===== config.mk =====
export PLATFORM = sky130hd
export DESIGN_NAME = flstory_comm
export DESIGN_NICKNAME = d
export VERILOG_FILES = /design/src/source/flstory_pkg.sv /design/src/source/flstory_if.sv /design/src/source/flstory_comm.sv /design/src/source/flstory_bus_ctrl.sv /design/src/source/flstory_mailbox.sv /design/src/source/flstory_header.sv
export VERILOG_INCLUDE_DIRS = /design/src /design/src/source
export SDC_FILE = /design/constraint.sdc
export NUM_CORES = 1
export LEC_CHECK = 0
export BUFFER_PORTS_ARGS = -buffer_cell sky130_fd_sc_hd__buf_2
export CAP_MARGIN = 20
export CORE_MARGIN = 3
export CORE_UTILIZATION = 42
export DETAILED_ROUTE_END_ITERATION = 16
export GPL_ROUTABILITY_DRIVEN = 0
export HOLD_SLACK_MARGIN = 0.12
export PLACE_DENSITY_LB_ADDON = 0.1
export SLEW_MARGIN = 20
export SYNTH_ARGS = -nofsm -noshare
export SYNTH_HDL_FRONTEND = slang
export SYNTH_SLANG_ARGS = --single-unit

===== constraint.sdc =====
create_clock -name clk -period 3.8 [get_ports clk]
set_clock_uncertainty 0.15 [all_clocks]
set_input_delay 0.76 -clock clk [delete_from_list [all_inputs] [get_ports clk]]
set_output_delay 0.76 -clock clk [all_outputs]
set_load 0.03 [all_outputs]

===== src/source/flstory_settings.svh =====
/* constants shared by the board glue RTL: header length, I/O window bases and offsets
   include after the package import in any module that decodes the bus or the header */
`ifndef FLSTORY_SETTINGS_SVH
`define FLSTORY_SETTINGS_SVH

// header bytes that carry game flags
`define FLS_HDR_LEN      2

// flag positions inside the 16-bit header word
`define FLS_BIT_MCU_ENB  2
`define FLS_BIT_COINXOR  3
`define FLS_BIT_IOCFG    15

// I/O window, 2 KB, base picked by iocfg
`define FLS_IO_WIN_BITS  11
`define FLS_IO_BASE0     16'hD000
`define FLS_IO_BASE1     16'hC800

// register offsets inside the window
`define FLS_REG_MCU      11'd0
`define FLS_REG_SND      11'd1
`define FLS_REG_STAT     11'd2
`define FLS_REG_COIN     11'd3
`define FLS_REG_DIPL     11'd4
`define FLS_REG_DIPH     11'd5

`endif

===== src/source/flstory_pkg.sv =====
/* types for the arcade board glue: bytes, CPU addresses, header flags and I/O registers
   imported by the interfaces, the RTL modules and the testbench */
`default_nettype none

package flstory_pkg;

    // data byte on every CPU bus
    typedef logic [7:0] byte_t;

    // main CPU address
    typedef logic [15:0] addr_t;

    // two header bytes as one word
    // byte 0: mirror, osdflip, mcu_enb, coinxor, gfx, prio, palw, cab
    // byte 1: obj, sub, dec, banks[1:0], psg2, ramcfg, iocfg
    typedef logic [15:0] hdr_flags_t;

    // register hit by the main CPU inside the I/O window
    typedef enum logic [2:0] {
        IO_NONE,
        IO_MCU,
        IO_SND,
        IO_STAT,
        IO_COIN,
        IO_DIPL,
        IO_DIPH
    } io_reg_e;

endpackage

`default_nettype wire


===== src/source/flstory_if.sv =====
/* configuration and mailbox interfaces used between the blocks of the board glue
   cfg runs from the header decoder to its consumers, mbox from the bus decoder to a mailbox */
`timescale 1ns/10ps
`default_nettype none

// decoded game flags
interface flstory_cfg_if import flstory_pkg::*; ();

    logic       coinxor;
    logic       iocfg;
    logic       mcu_enb;
    hdr_flags_t flags;

    modport src (
        output coinxor,
        output iocfg,
        output mcu_enb,
        output flags
    );

    modport dst (
        input  coinxor,
        input  iocfg,
        input  mcu_enb,
        input  flags
    );

endinterface

// host side of a one-byte mailbox
interface flstory_mbox_if import flstory_pkg::*; ();

    logic  h_wr;
    logic  h_rd;
    byte_t h_wdata;
    byte_t h_rdata;
    // byte waiting for the peer
    logic  ibf;
    // byte waiting for the host
    logic  obf;

    modport host (
        output h_wr,
        output h_rd,
        output h_wdata,
        input  h_rdata,
        input  ibf,
        input  obf
    );

    modport box (
        input  h_wr,
        input  h_rd,
        input  h_wdata,
        output h_rdata,
        output ibf,
        output obf
    );

endinterface

`default_nettype wire


===== src/source/flstory_comm.sv =====
/* board glue top with header decode, main CPU I/O window and the sound and MCU mailboxes
   peer CPUs attach through the snd_ and mcu_ ports, game flags leave on hdr_flags */
`timescale 1ns/10ps
`default_nettype none

module flstory_comm import flstory_pkg::*; (
    input  wire logic        clk,
    input  wire logic        rst,
    // ROM download
    input  wire logic        header,
    input  wire logic        prog_we,
    input  wire logic [2:0]  prog_addr,
    input  wire byte_t       prog_data,
    // main CPU bus
    input  wire addr_t       bus_addr,
    input  wire logic        bus_wr,
    input  wire logic        bus_rd,
    input  wire byte_t       bus_dout,
    output byte_t            bus_din,
    // cabinet
    input  wire logic [1:0]  coin,
    input  wire logic        service,
    input  wire logic [15:0] dipsw,
    // sound CPU side
    input  wire logic        snd_wr,
    input  wire logic        snd_rd,
    input  wire byte_t       snd_wdata,
    output byte_t            snd_rdata,
    output logic             snd_ibf,
    output logic             snd_obf,
    // MCU side
    input  wire logic        mcu_wr,
    input  wire logic        mcu_rd,
    input  wire byte_t       mcu_wdata,
    output byte_t            mcu_rdata,
    output logic             mcu_ibf,
    output logic             mcu_obf,
    output logic             mcu_rst,
    output hdr_flags_t       hdr_flags
);

    flstory_cfg_if  cfg_i ();
    flstory_mbox_if snd_i ();
    flstory_mbox_if mcu_i ();

    flstory_header u_header (
        .clk       (clk),
        .rst       (rst),
        .header    (header),
        .prog_we   (prog_we),
        .prog_addr (prog_addr),
        .prog_data (prog_data),
        .cfg       (cfg_i.src)
    );

    flstory_bus_ctrl u_bus_ctrl (
        .clk      (clk),
        .rst      (rst),
        .cfg      (cfg_i.dst),
        .bus_addr (bus_addr),
        .bus_wr   (bus_wr),
        .bus_rd   (bus_rd),
        .bus_dout (bus_dout),
        .bus_din  (bus_din),
        .coin     (coin),
        .service  (service),
        .dipsw    (dipsw),
        .mcu      (mcu_i.host),
        .snd      (snd_i.host)
    );

    // MCU stays in reset while the header marks it absent
    always_ff @(posedge clk) begin
        if (rst) begin
            mcu_rst <= 1'b1;
        end else begin
            mcu_rst <= cfg_i.mcu_enb;
        end
    end

    flstory_mailbox u_snd_mbox (
        .clk        (clk),
        .rst        (rst),
        .host       (snd_i.box),
        .peer_wr    (snd_wr),
        .peer_rd    (snd_rd),
        .peer_wdata (snd_wdata),
        .peer_rdata (snd_rdata)
    );

    flstory_mailbox u_mcu_mbox (
        .clk        (clk),
        .rst        (mcu_rst),
        .host       (mcu_i.box),
        .peer_wr    (mcu_wr),
        .peer_rd    (mcu_rd),
        .peer_wdata (mcu_wdata),
        .peer_rdata (mcu_rdata)
    );

    assign snd_ibf   = snd_i.ibf;
    assign snd_obf   = snd_i.obf;
    assign mcu_ibf   = mcu_i.ibf;
    assign mcu_obf   = mcu_i.obf;
    assign hdr_flags = cfg_i.flags;

endmodule

`default_nettype wire


===== src/source/flstory_bus_ctrl.sv =====
/* main CPU I/O window: address decode, mailbox strobes, coin conditioning and read mux
   bus strobes last one cycle with address and data valid alongside */
`timescale 1ns/10ps
`default_nettype none

`include "flstory_settings.svh"

module flstory_bus_ctrl import flstory_pkg::*; (
    input  wire logic        clk,
    input  wire logic        rst,
    flstory_cfg_if.dst       cfg,
    input  wire addr_t       bus_addr,
    input  wire logic        bus_wr,
    input  wire logic        bus_rd,
    input  wire byte_t       bus_dout,
    output byte_t            bus_din,
    input  wire logic [1:0]  coin,
    input  wire logic        service,
    input  wire logic [15:0] dipsw,
    flstory_mbox_if.host     mcu,
    flstory_mbox_if.host     snd
);

    localparam addr_t BASE0 = `FLS_IO_BASE0;
    localparam addr_t BASE1 = `FLS_IO_BASE1;
    localparam int    WB    = `FLS_IO_WIN_BITS;

    addr_t       base_sel;
    logic        in_win;
    logic [WB-1:0] offset;
    io_reg_e     reg_sel;
    logic [1:0]  coin_eff;

    // window base follows the iocfg header flag
    assign base_sel = cfg.iocfg ? BASE1 : BASE0;
    assign in_win   = bus_addr[15:WB] == base_sel[15:WB];
    assign offset   = bus_addr[WB-1:0];

    always_comb begin
        reg_sel = IO_NONE;
        if (in_win) begin
            case (offset)
                `FLS_REG_MCU:  reg_sel = IO_MCU;
                `FLS_REG_SND:  reg_sel = IO_SND;
                `FLS_REG_STAT: reg_sel = IO_STAT;
                `FLS_REG_COIN: reg_sel = IO_COIN;
                `FLS_REG_DIPL: reg_sel = IO_DIPL;
                `FLS_REG_DIPH: reg_sel = IO_DIPH;
                default:       reg_sel = IO_NONE;
            endcase
        end
    end

    // mailbox strobes
    assign mcu.h_wr    = bus_wr && (reg_sel == IO_MCU);
    assign mcu.h_rd    = bus_rd && (reg_sel == IO_MCU);
    assign mcu.h_wdata = bus_dout;
    assign snd.h_wr    = bus_wr && (reg_sel == IO_SND);
    assign snd.h_rd    = bus_rd && (reg_sel == IO_SND);
    assign snd.h_wdata = bus_dout;

    // some boards wire the coin switches inverted
    always_ff @(posedge clk) begin
        if (rst) begin
            coin_eff <= 2'b00;
        end else begin
            coin_eff <= coin ^ {2{cfg.coinxor}};
        end
    end

    // read data, FF for anything unmapped
    always_comb begin
        case (reg_sel)
            IO_MCU:  bus_din = mcu.h_rdata;
            IO_SND:  bus_din = snd.h_rdata;
            IO_STAT: bus_din = {4'h0, snd.ibf, snd.obf, mcu.ibf, mcu.obf};
            IO_COIN: bus_din = {5'b11111, service, coin_eff};
            IO_DIPL: bus_din = dipsw[7:0];
            IO_DIPH: bus_din = dipsw[15:8];
            default: bus_din = 8'hff;
        endcase
    end

    a_no_wr_rd: assert property (
        @(posedge clk) disable iff (rst)
        !(bus_wr && bus_rd)
    );

endmodule

`default_nettype wire


===== src/source/flstory_mailbox.sv =====
/* one-byte bidirectional mailbox between the main CPU and a peer CPU
   ibf flags a byte for the peer, obf flags a byte for the main CPU, both polled by software */
`timescale 1ns/10ps
`default_nettype none

module flstory_mailbox import flstory_pkg::*; (
    input  wire logic   clk,
    input  wire logic   rst,
    flstory_mbox_if.box host,
    input  wire logic   peer_wr,
    input  wire logic   peer_rd,
    input  wire byte_t  peer_wdata,
    output byte_t       peer_rdata
);

    // main to peer
    byte_t m2p;
    // peer to main
    byte_t p2m;
    logic  ibf;
    logic  obf;

    // data latches, overwritten on every write
    always_ff @(posedge clk) begin
        if (host.h_wr) begin
            m2p <= host.h_wdata;
        end
        if (peer_wr) begin
            p2m <= peer_wdata;
        end
    end

    // a set in the same cycle as a clear wins
    always_ff @(posedge clk) begin
        if (rst) begin
            ibf <= 1'b0;
        end else if (host.h_wr) begin
            ibf <= 1'b1;
        end else if (peer_rd) begin
            ibf <= 1'b0;
        end
    end

    always_ff @(posedge clk) begin
        if (rst) begin
            obf <= 1'b0;
        end else if (peer_wr) begin
            obf <= 1'b1;
        end else if (host.h_rd) begin
            obf <= 1'b0;
        end
    end

    assign peer_rdata   = m2p;
    assign host.h_rdata = p2m;
    assign host.ibf     = ibf;
    assign host.obf     = obf;

    a_ibf_set: assert property (
        @(posedge clk) disable iff (rst)
        host.h_wr |=> ibf
    );

    a_obf_set: assert property (
        @(posedge clk) disable iff (rst)
        peer_wr |=> obf
    );

endmodule

`default_nettype wire


===== src/source/flstory_header.sv =====
/* captures the game configuration bytes streamed during ROM download
   and presents them as flags on the configuration interface */
`timescale 1ns/10ps
`default_nettype none

`include "flstory_settings.svh"

module flstory_header import flstory_pkg::*; (
    input  wire logic        clk,
    input  wire logic        rst,
    input  wire logic        header,
    input  wire logic        prog_we,
    input  wire logic [2:0]  prog_addr,
    input  wire byte_t       prog_data,
    flstory_cfg_if.src       cfg
);

    hdr_flags_t flags;
    logic       hdr_we;

    // only the first bytes of the header are decoded
    assign hdr_we = header && prog_we && (prog_addr < `FLS_HDR_LEN);

    always_ff @(posedge clk) begin
        if (rst) begin
            flags <= '0;
        end else if (hdr_we) begin
            // byte 1 lands in the upper half
            if (prog_addr[0]) begin
                flags[15:8] <= prog_data;
            end else begin
                flags[7:0] <= prog_data;
            end
        end
    end

    // single flags used inside the glue
    assign cfg.coinxor = flags[`FLS_BIT_COINXOR];
    assign cfg.mcu_enb = flags[`FLS_BIT_MCU_ENB];
    assign cfg.iocfg   = flags[`FLS_BIT_IOCFG];

    // whole word goes out for video, sound and the rest
    assign cfg.flags   = flags;

    // flags only move on a header write
    a_flags_hold: assert property (
        @(posedge clk) disable iff (rst)
        !hdr_we |=> $stable(cfg.flags)
    );

endmodule

`default_nettype wire


* After elaboration in Yosys (flattened, before gate mapping) *
Index checks and enable logic that the tools add are counted.

storage, ports and cells
  register bits = 55
  input port bits = 80
  output and inout bits = 45
  word-level logic and storage cells = 52

cells by class
  magnitude comparators = 1
  equality and inequality tests = 12
  mux-type cells = 12
  bitwise logic cells = 2
  reduce and logical (&&, ||, !) cells = 13

operators by type and width
  operator             count
  $pmux 8 s6           1
  $eq 11x2->1 const B  2
  $eq 11x3->1 const B  2
  $pmux 3 s6           1
  $mux 13              1
  $eq 11x1->1 const B  1
  $logic_not 11->1     1
  $eq 3x3->1 const B   3
  $mux 1               8
  $reduce_bool 2->1    4
  $eq 3x2->1 const B   2
  $logic_and 1x1->1    6
  $eq 5x5->1           1
  $reduce_and 2->1     2
  $eq 3x1->1 const B   1
  $lt 3x2->1 const B   1
  $mux 3               1
  $xor 2x2->2          1
  $not 1->1            1

* Depth between registers and ports, before layout *
  depth in word-level cells = 7
  mapped depth = 6
  mapped depth without buffers = 4

* Cells and area by module *
From an unflattened synthesis, not the netlist that was laid out.

unflattened totals
  cells, all modules = 222
  area total of the unflattened synthesis = 2633.8 sq um

by module, submodules not included
  module            instances  cells each  area an instance (sq um)  seq. area each (sq um)
  flstory_mailbox   2          24          550.5                     520.5
  flstory_bus_ctrl  1          105         780.7                     40.0
  flstory_header    1          67          725.7                     320.3
  flstory_comm      1          2           26.3                      20.0

* Worst setup path before layout *
Ideal clock, no wire load.

  path type = input to output
  start point = input bus_addr[0]
  end point = output bus_din[0]
  arrival = 2011 ps
  required time = 2890 ps
  setup slack = 879 ps
  cell stages on the path = 5
  buffers on the path = 2
  path through = buf_2 clkbuf_1 nor4b_1 a21oi_1 o221ai_1

on the way
  word-level cells in the longest chain between the ends = 5
  elaborated cells on any way between the ends = 15
  those cells by class = eq/ne (11); mux (3); reduce/logical (1)

RTL lines
  element                              line                    RTL
  from (decl)                          flstory_comm.sv:15      input wire addr_t bus_addr,
  $eq 11x3->1 (tied with other cells)  flstory_bus_ctrl.sv:42  case (offset)
  $pmux 3 s6 *                         flstory_bus_ctrl.sv:42
  $mux 3 *                             flstory_bus_ctrl.sv:41  if (in_win) begin
  $eq 3x3->1 (tied with other cells)   flstory_bus_ctrl.sv:73  case (reg_sel)
  $pmux 8 s6 *                         flstory_bus_ctrl.sv:73
  to (decl)                            flstory_comm.sv:19      output byte_t bus_din,

Mark *: on every way between the ends. The rest lies on a longest branch, timed or not.

* Worst setup path after layout *
  start point = input bus_addr[2]
  end point = output bus_din[7]

The elaborated chain is that of the path after synthesis.

==> run_results.csv <==
group,metric,value,unit
cells_and_area,fillerInstances,480,
worst_setup_path,worst-path-max-fanout,29,
cells_and_area,fin_nets,392,
clocking,cts_buffer_depth,2,
cells_and_area,multiInputGateArea,860,um^2
synth,ys_warn_count,0,
timing,fmax,0.315,GHz
die,placementRows,26,
power_and_ir_drop,p_per_area,345,nW/um^2
timing,tightest_slew,0.705,ns
routing,dr_wl_met3,407,um
clocking,hold_buffers,0,
worst_setup_path,cp.arrival,2.27,ns
synth,synth_adder_area_share,0,%
timing,period_share,83.6,%
timing,rsz0062_at_grt,"no",
synth,synth_top_family_by_area,"simple AND/OR/NAND/NOR gates",
routing,viasPerCell,5.03,
timing,setup-violations-final,0,
routing,wl_met1,2.25,mm
synth,yosys.area_share.xor_xnor,0.731,%
routing,drt_first_pass_iters,6,
routing,remaining_drc_errors,0,
synth,syn_area,2400,um^2
power_and_ir_drop,totalPowerFinal,1.07,mW
cells_and_area,fin_util,58.4,%
placement,post_dp_cell_area,3020,um^2
routing,routed_wl,5.52,mm
clocking,post_cts_buffers,0,
global_route,grt_first_pass_wirelength,8.39,mm
routing,drtIter0Drc,95,
clocking,clk_pin_slew_worst_paths,0.09,ns
clocking,cts_max_level,2,
die,ios,125,
routing,route.vias.total,1925,
clocking,clkLatencyLatePin,0.29,ns
die,die-area,6650,um^2
global_route,grt_overflow,0,
timing,min_period,3.18,ns
cells_and_area,layout_commonest_cell,"buf_2",
placement,placed_cells_incl_taps,375,
timing,slew_viol_final,0,
clocking,cts-root-buf,"clkbuf_8",
die,initial_core_util,45.2,%
power_and_ir_drop,p_leak,1.39,nW
synth,synthMuxAreaShare,8.77,%
synth,ys_types,35,
cells_and_area,regArea,1420,um^2
die,dieWidth,81.6,um
cells_and_area,final_area,3100,um^2
outcome,outcome,"finished clean",
worst_setup_path,r2r_cells,4,
synth,syn_nets,276,
global_route,grt_pass1_vias,1810,
timing,max-slew-margin-rel,52.7,%
timing,hold_violations,0,
global_route,grt_max_degree,30,
worst_setup_path,r2r_start,"u_header.cfg.flags[15]",
clocking,cts_tree,"done",
routing,ant_nets,0,
timing,holdWs,0.290,ns
power_and_ir_drop,peakVddDrop,0.000193,V
routing,top_layer_used,"met4",
synth,yosysSeqAreaShare,59.3,%
global_route,antenna_found_initial,0,
timing,worst_slack,0.621,ns
worst_setup_path,r2r-end,"u_snd_mbox.peer_rdata[5]",
routing,wl_per_cell,14.4,um
cells_and_area,drive_gt1_share,43.1,%
worst_hold_path,holdPathEnd,"u_mcu_mbox.host.ibf",
cells_and_area,area_delta_synth_final,29.3,%
cells_and_area,diodes,0,
synth,synth_cells,196,
worst_setup_path,reg2reg_setup_slack,1.95,ns
timing,fin_setup_tns,0,ns
synth,async_flop_share,0,%
worst_setup_path,endpoint_kind,"output pin",
placement,port_buffers,124,
worst_hold_path,worst_hold_path_type,"reg2reg",
placement,hpwl,4.24,mm
clocking,cts_resized,0,
synth,synth-seq-cells,55,
worst_setup_path,worstPathRequired,2.89,ns
placement,dp_slack,0.633,ns
synth,postSynthAreaPerCell,12.2,um^2
worst_hold_path,hold_start,"mcu_rst",
worst_hold_path,min_path_cells,1,
cells_and_area,layout.cells.non_filler,383,
flow_run,drv_cap,0,
routing,wl_met2,2.77,mm
cells_and_area,final_cell_mix,"124 x buf_2, 32 x edfxtp_1, 23 x dfxtp_1, 21 x nor2_1, 21 x mux2i_1",
worst_setup_path,startpoint_type,"input pin",
synth,synth_edf_count,32,
synth,synthSimpleGateAreaFrac,15.5,%
synth,synth_ff_type,"edfxtp_1",
clocking,numCtsBuffers,5,
synth,synth_compound_area_share,10.9,%
worst_setup_path,criticalPathCategory,"in2out",
die,die_y,81.6,um
clocking,clkSinkCount,55,
die,core_area,5300,um^2
global_route,grt_util_all_layers,16.6,%
-- cells in the mapped netlist (2+ instances only) --
cell,n,area (um^2)
nor3b_1,2,15.0
inv_1,8,30.0
nor4_4,2,42.5
a31oi_1,3,18.8
o21ai_0,6,30.0
buf_2,6,30.0
and3b_1,2,17.5
a21o_1,4,30.0
o21ba_2,2,20.0
nand2b_1,5,31.3
dfxtp_1,23,460
xnor2_1,2,17.5
nor2_1,21,78.8
edfxtp_1,32,961
o221ai_1,3,26.3
nand3b_1,4,30.0
a21oi_1,6,30.0
buf_4,4,30.0
nand3_1,6,30.0
nor4b_1,4,35.0
a222oi_1,7,70.1
nor4bb_1,3,30.0
mux2i_1,21,210
clkbuf_1,4,15.0
nand2_1,6,22.5
-- metal layers --
metal	vias up	GRT usage [%]
met5	-	0
met1	873	20.6
met3	6	4.28
met4	0	6.08
met2	77	27.6
li1	969	-
-- layout make-up --
| class | instances | share of cell area [%] |
|---|---|---|
| multi-input combinational | 118 | 27.7 |
| tap | 70 | 2.83 |
| clock buffer | 6 | 2.34 |
| timing repair buffer | 124 | 20.0 |
| inverter | 8 | 0.969 |
| clock inverter | 2 | 0.242 |
| sequential | 55 | 45.9 |
-- state kept, by name, indices dropped and copies added, names as in the netlist --
register                 flops
mcu_rst                      1
u_bus_ctrl.coin_eff          2
u_header.cfg.flags          16
u_mcu_mbox.host.h_rdata      8
u_mcu_mbox.host.ibf          1
u_mcu_mbox.host.obf          1
u_mcu_mbox.peer_rdata        8
u_snd_mbox.host.h_rdata      8
u_snd_mbox.host.ibf          1
u_snd_mbox.host.obf          1
u_snd_mbox.peer_rdata        8
-- worst max-delay path, cell delays in order --
cell	delay, ns
buf_2	0.40
nor4b_1	0.61
a222oi_1	0.16
nand3_1	0.13
buf_2	0.20
-- worst max-delay path by stage --
stage                start         end  slack (ns)  cells after the start
2_1_floorplan  bus_addr[0]  bus_din[0]        0.88                      5
3_3_place_gp   bus_addr[2]  bus_din[6]        0.69                      5
3_5_place_dp   bus_addr[2]  bus_din[7]        0.63                      5
4_1_cts        bus_addr[2]  bus_din[7]        0.60                      5
5_1_grt        bus_addr[2]  bus_din[4]        0.50                      5
6_report       bus_addr[2]  bus_din[7]        0.62                      5
-- kinds of logic (layout without fill, tap and decap cells) --
family / count (synthesis) / in the layout
compound gates: 35 / 35
mux: 21 / 21
flops: 55 / 55
simple gates: 60 / 60
xor+xnor: 2 / 2
buf+inv: 23 / 140
-- power breakdown --
| group | switching (mW) | internal, mW | total, mW |
|---|---|---|---|
| combinational | 0.0625 | 0.0567 | 0.119 |
| sequential | 0.00768 | 0.650 | 0.657 |
| clock | 0.167 | 0.126 | 0.293 |
| total | 0.238 | 0.833 | 1.07 |
Power figures use the tool's default switching activity.
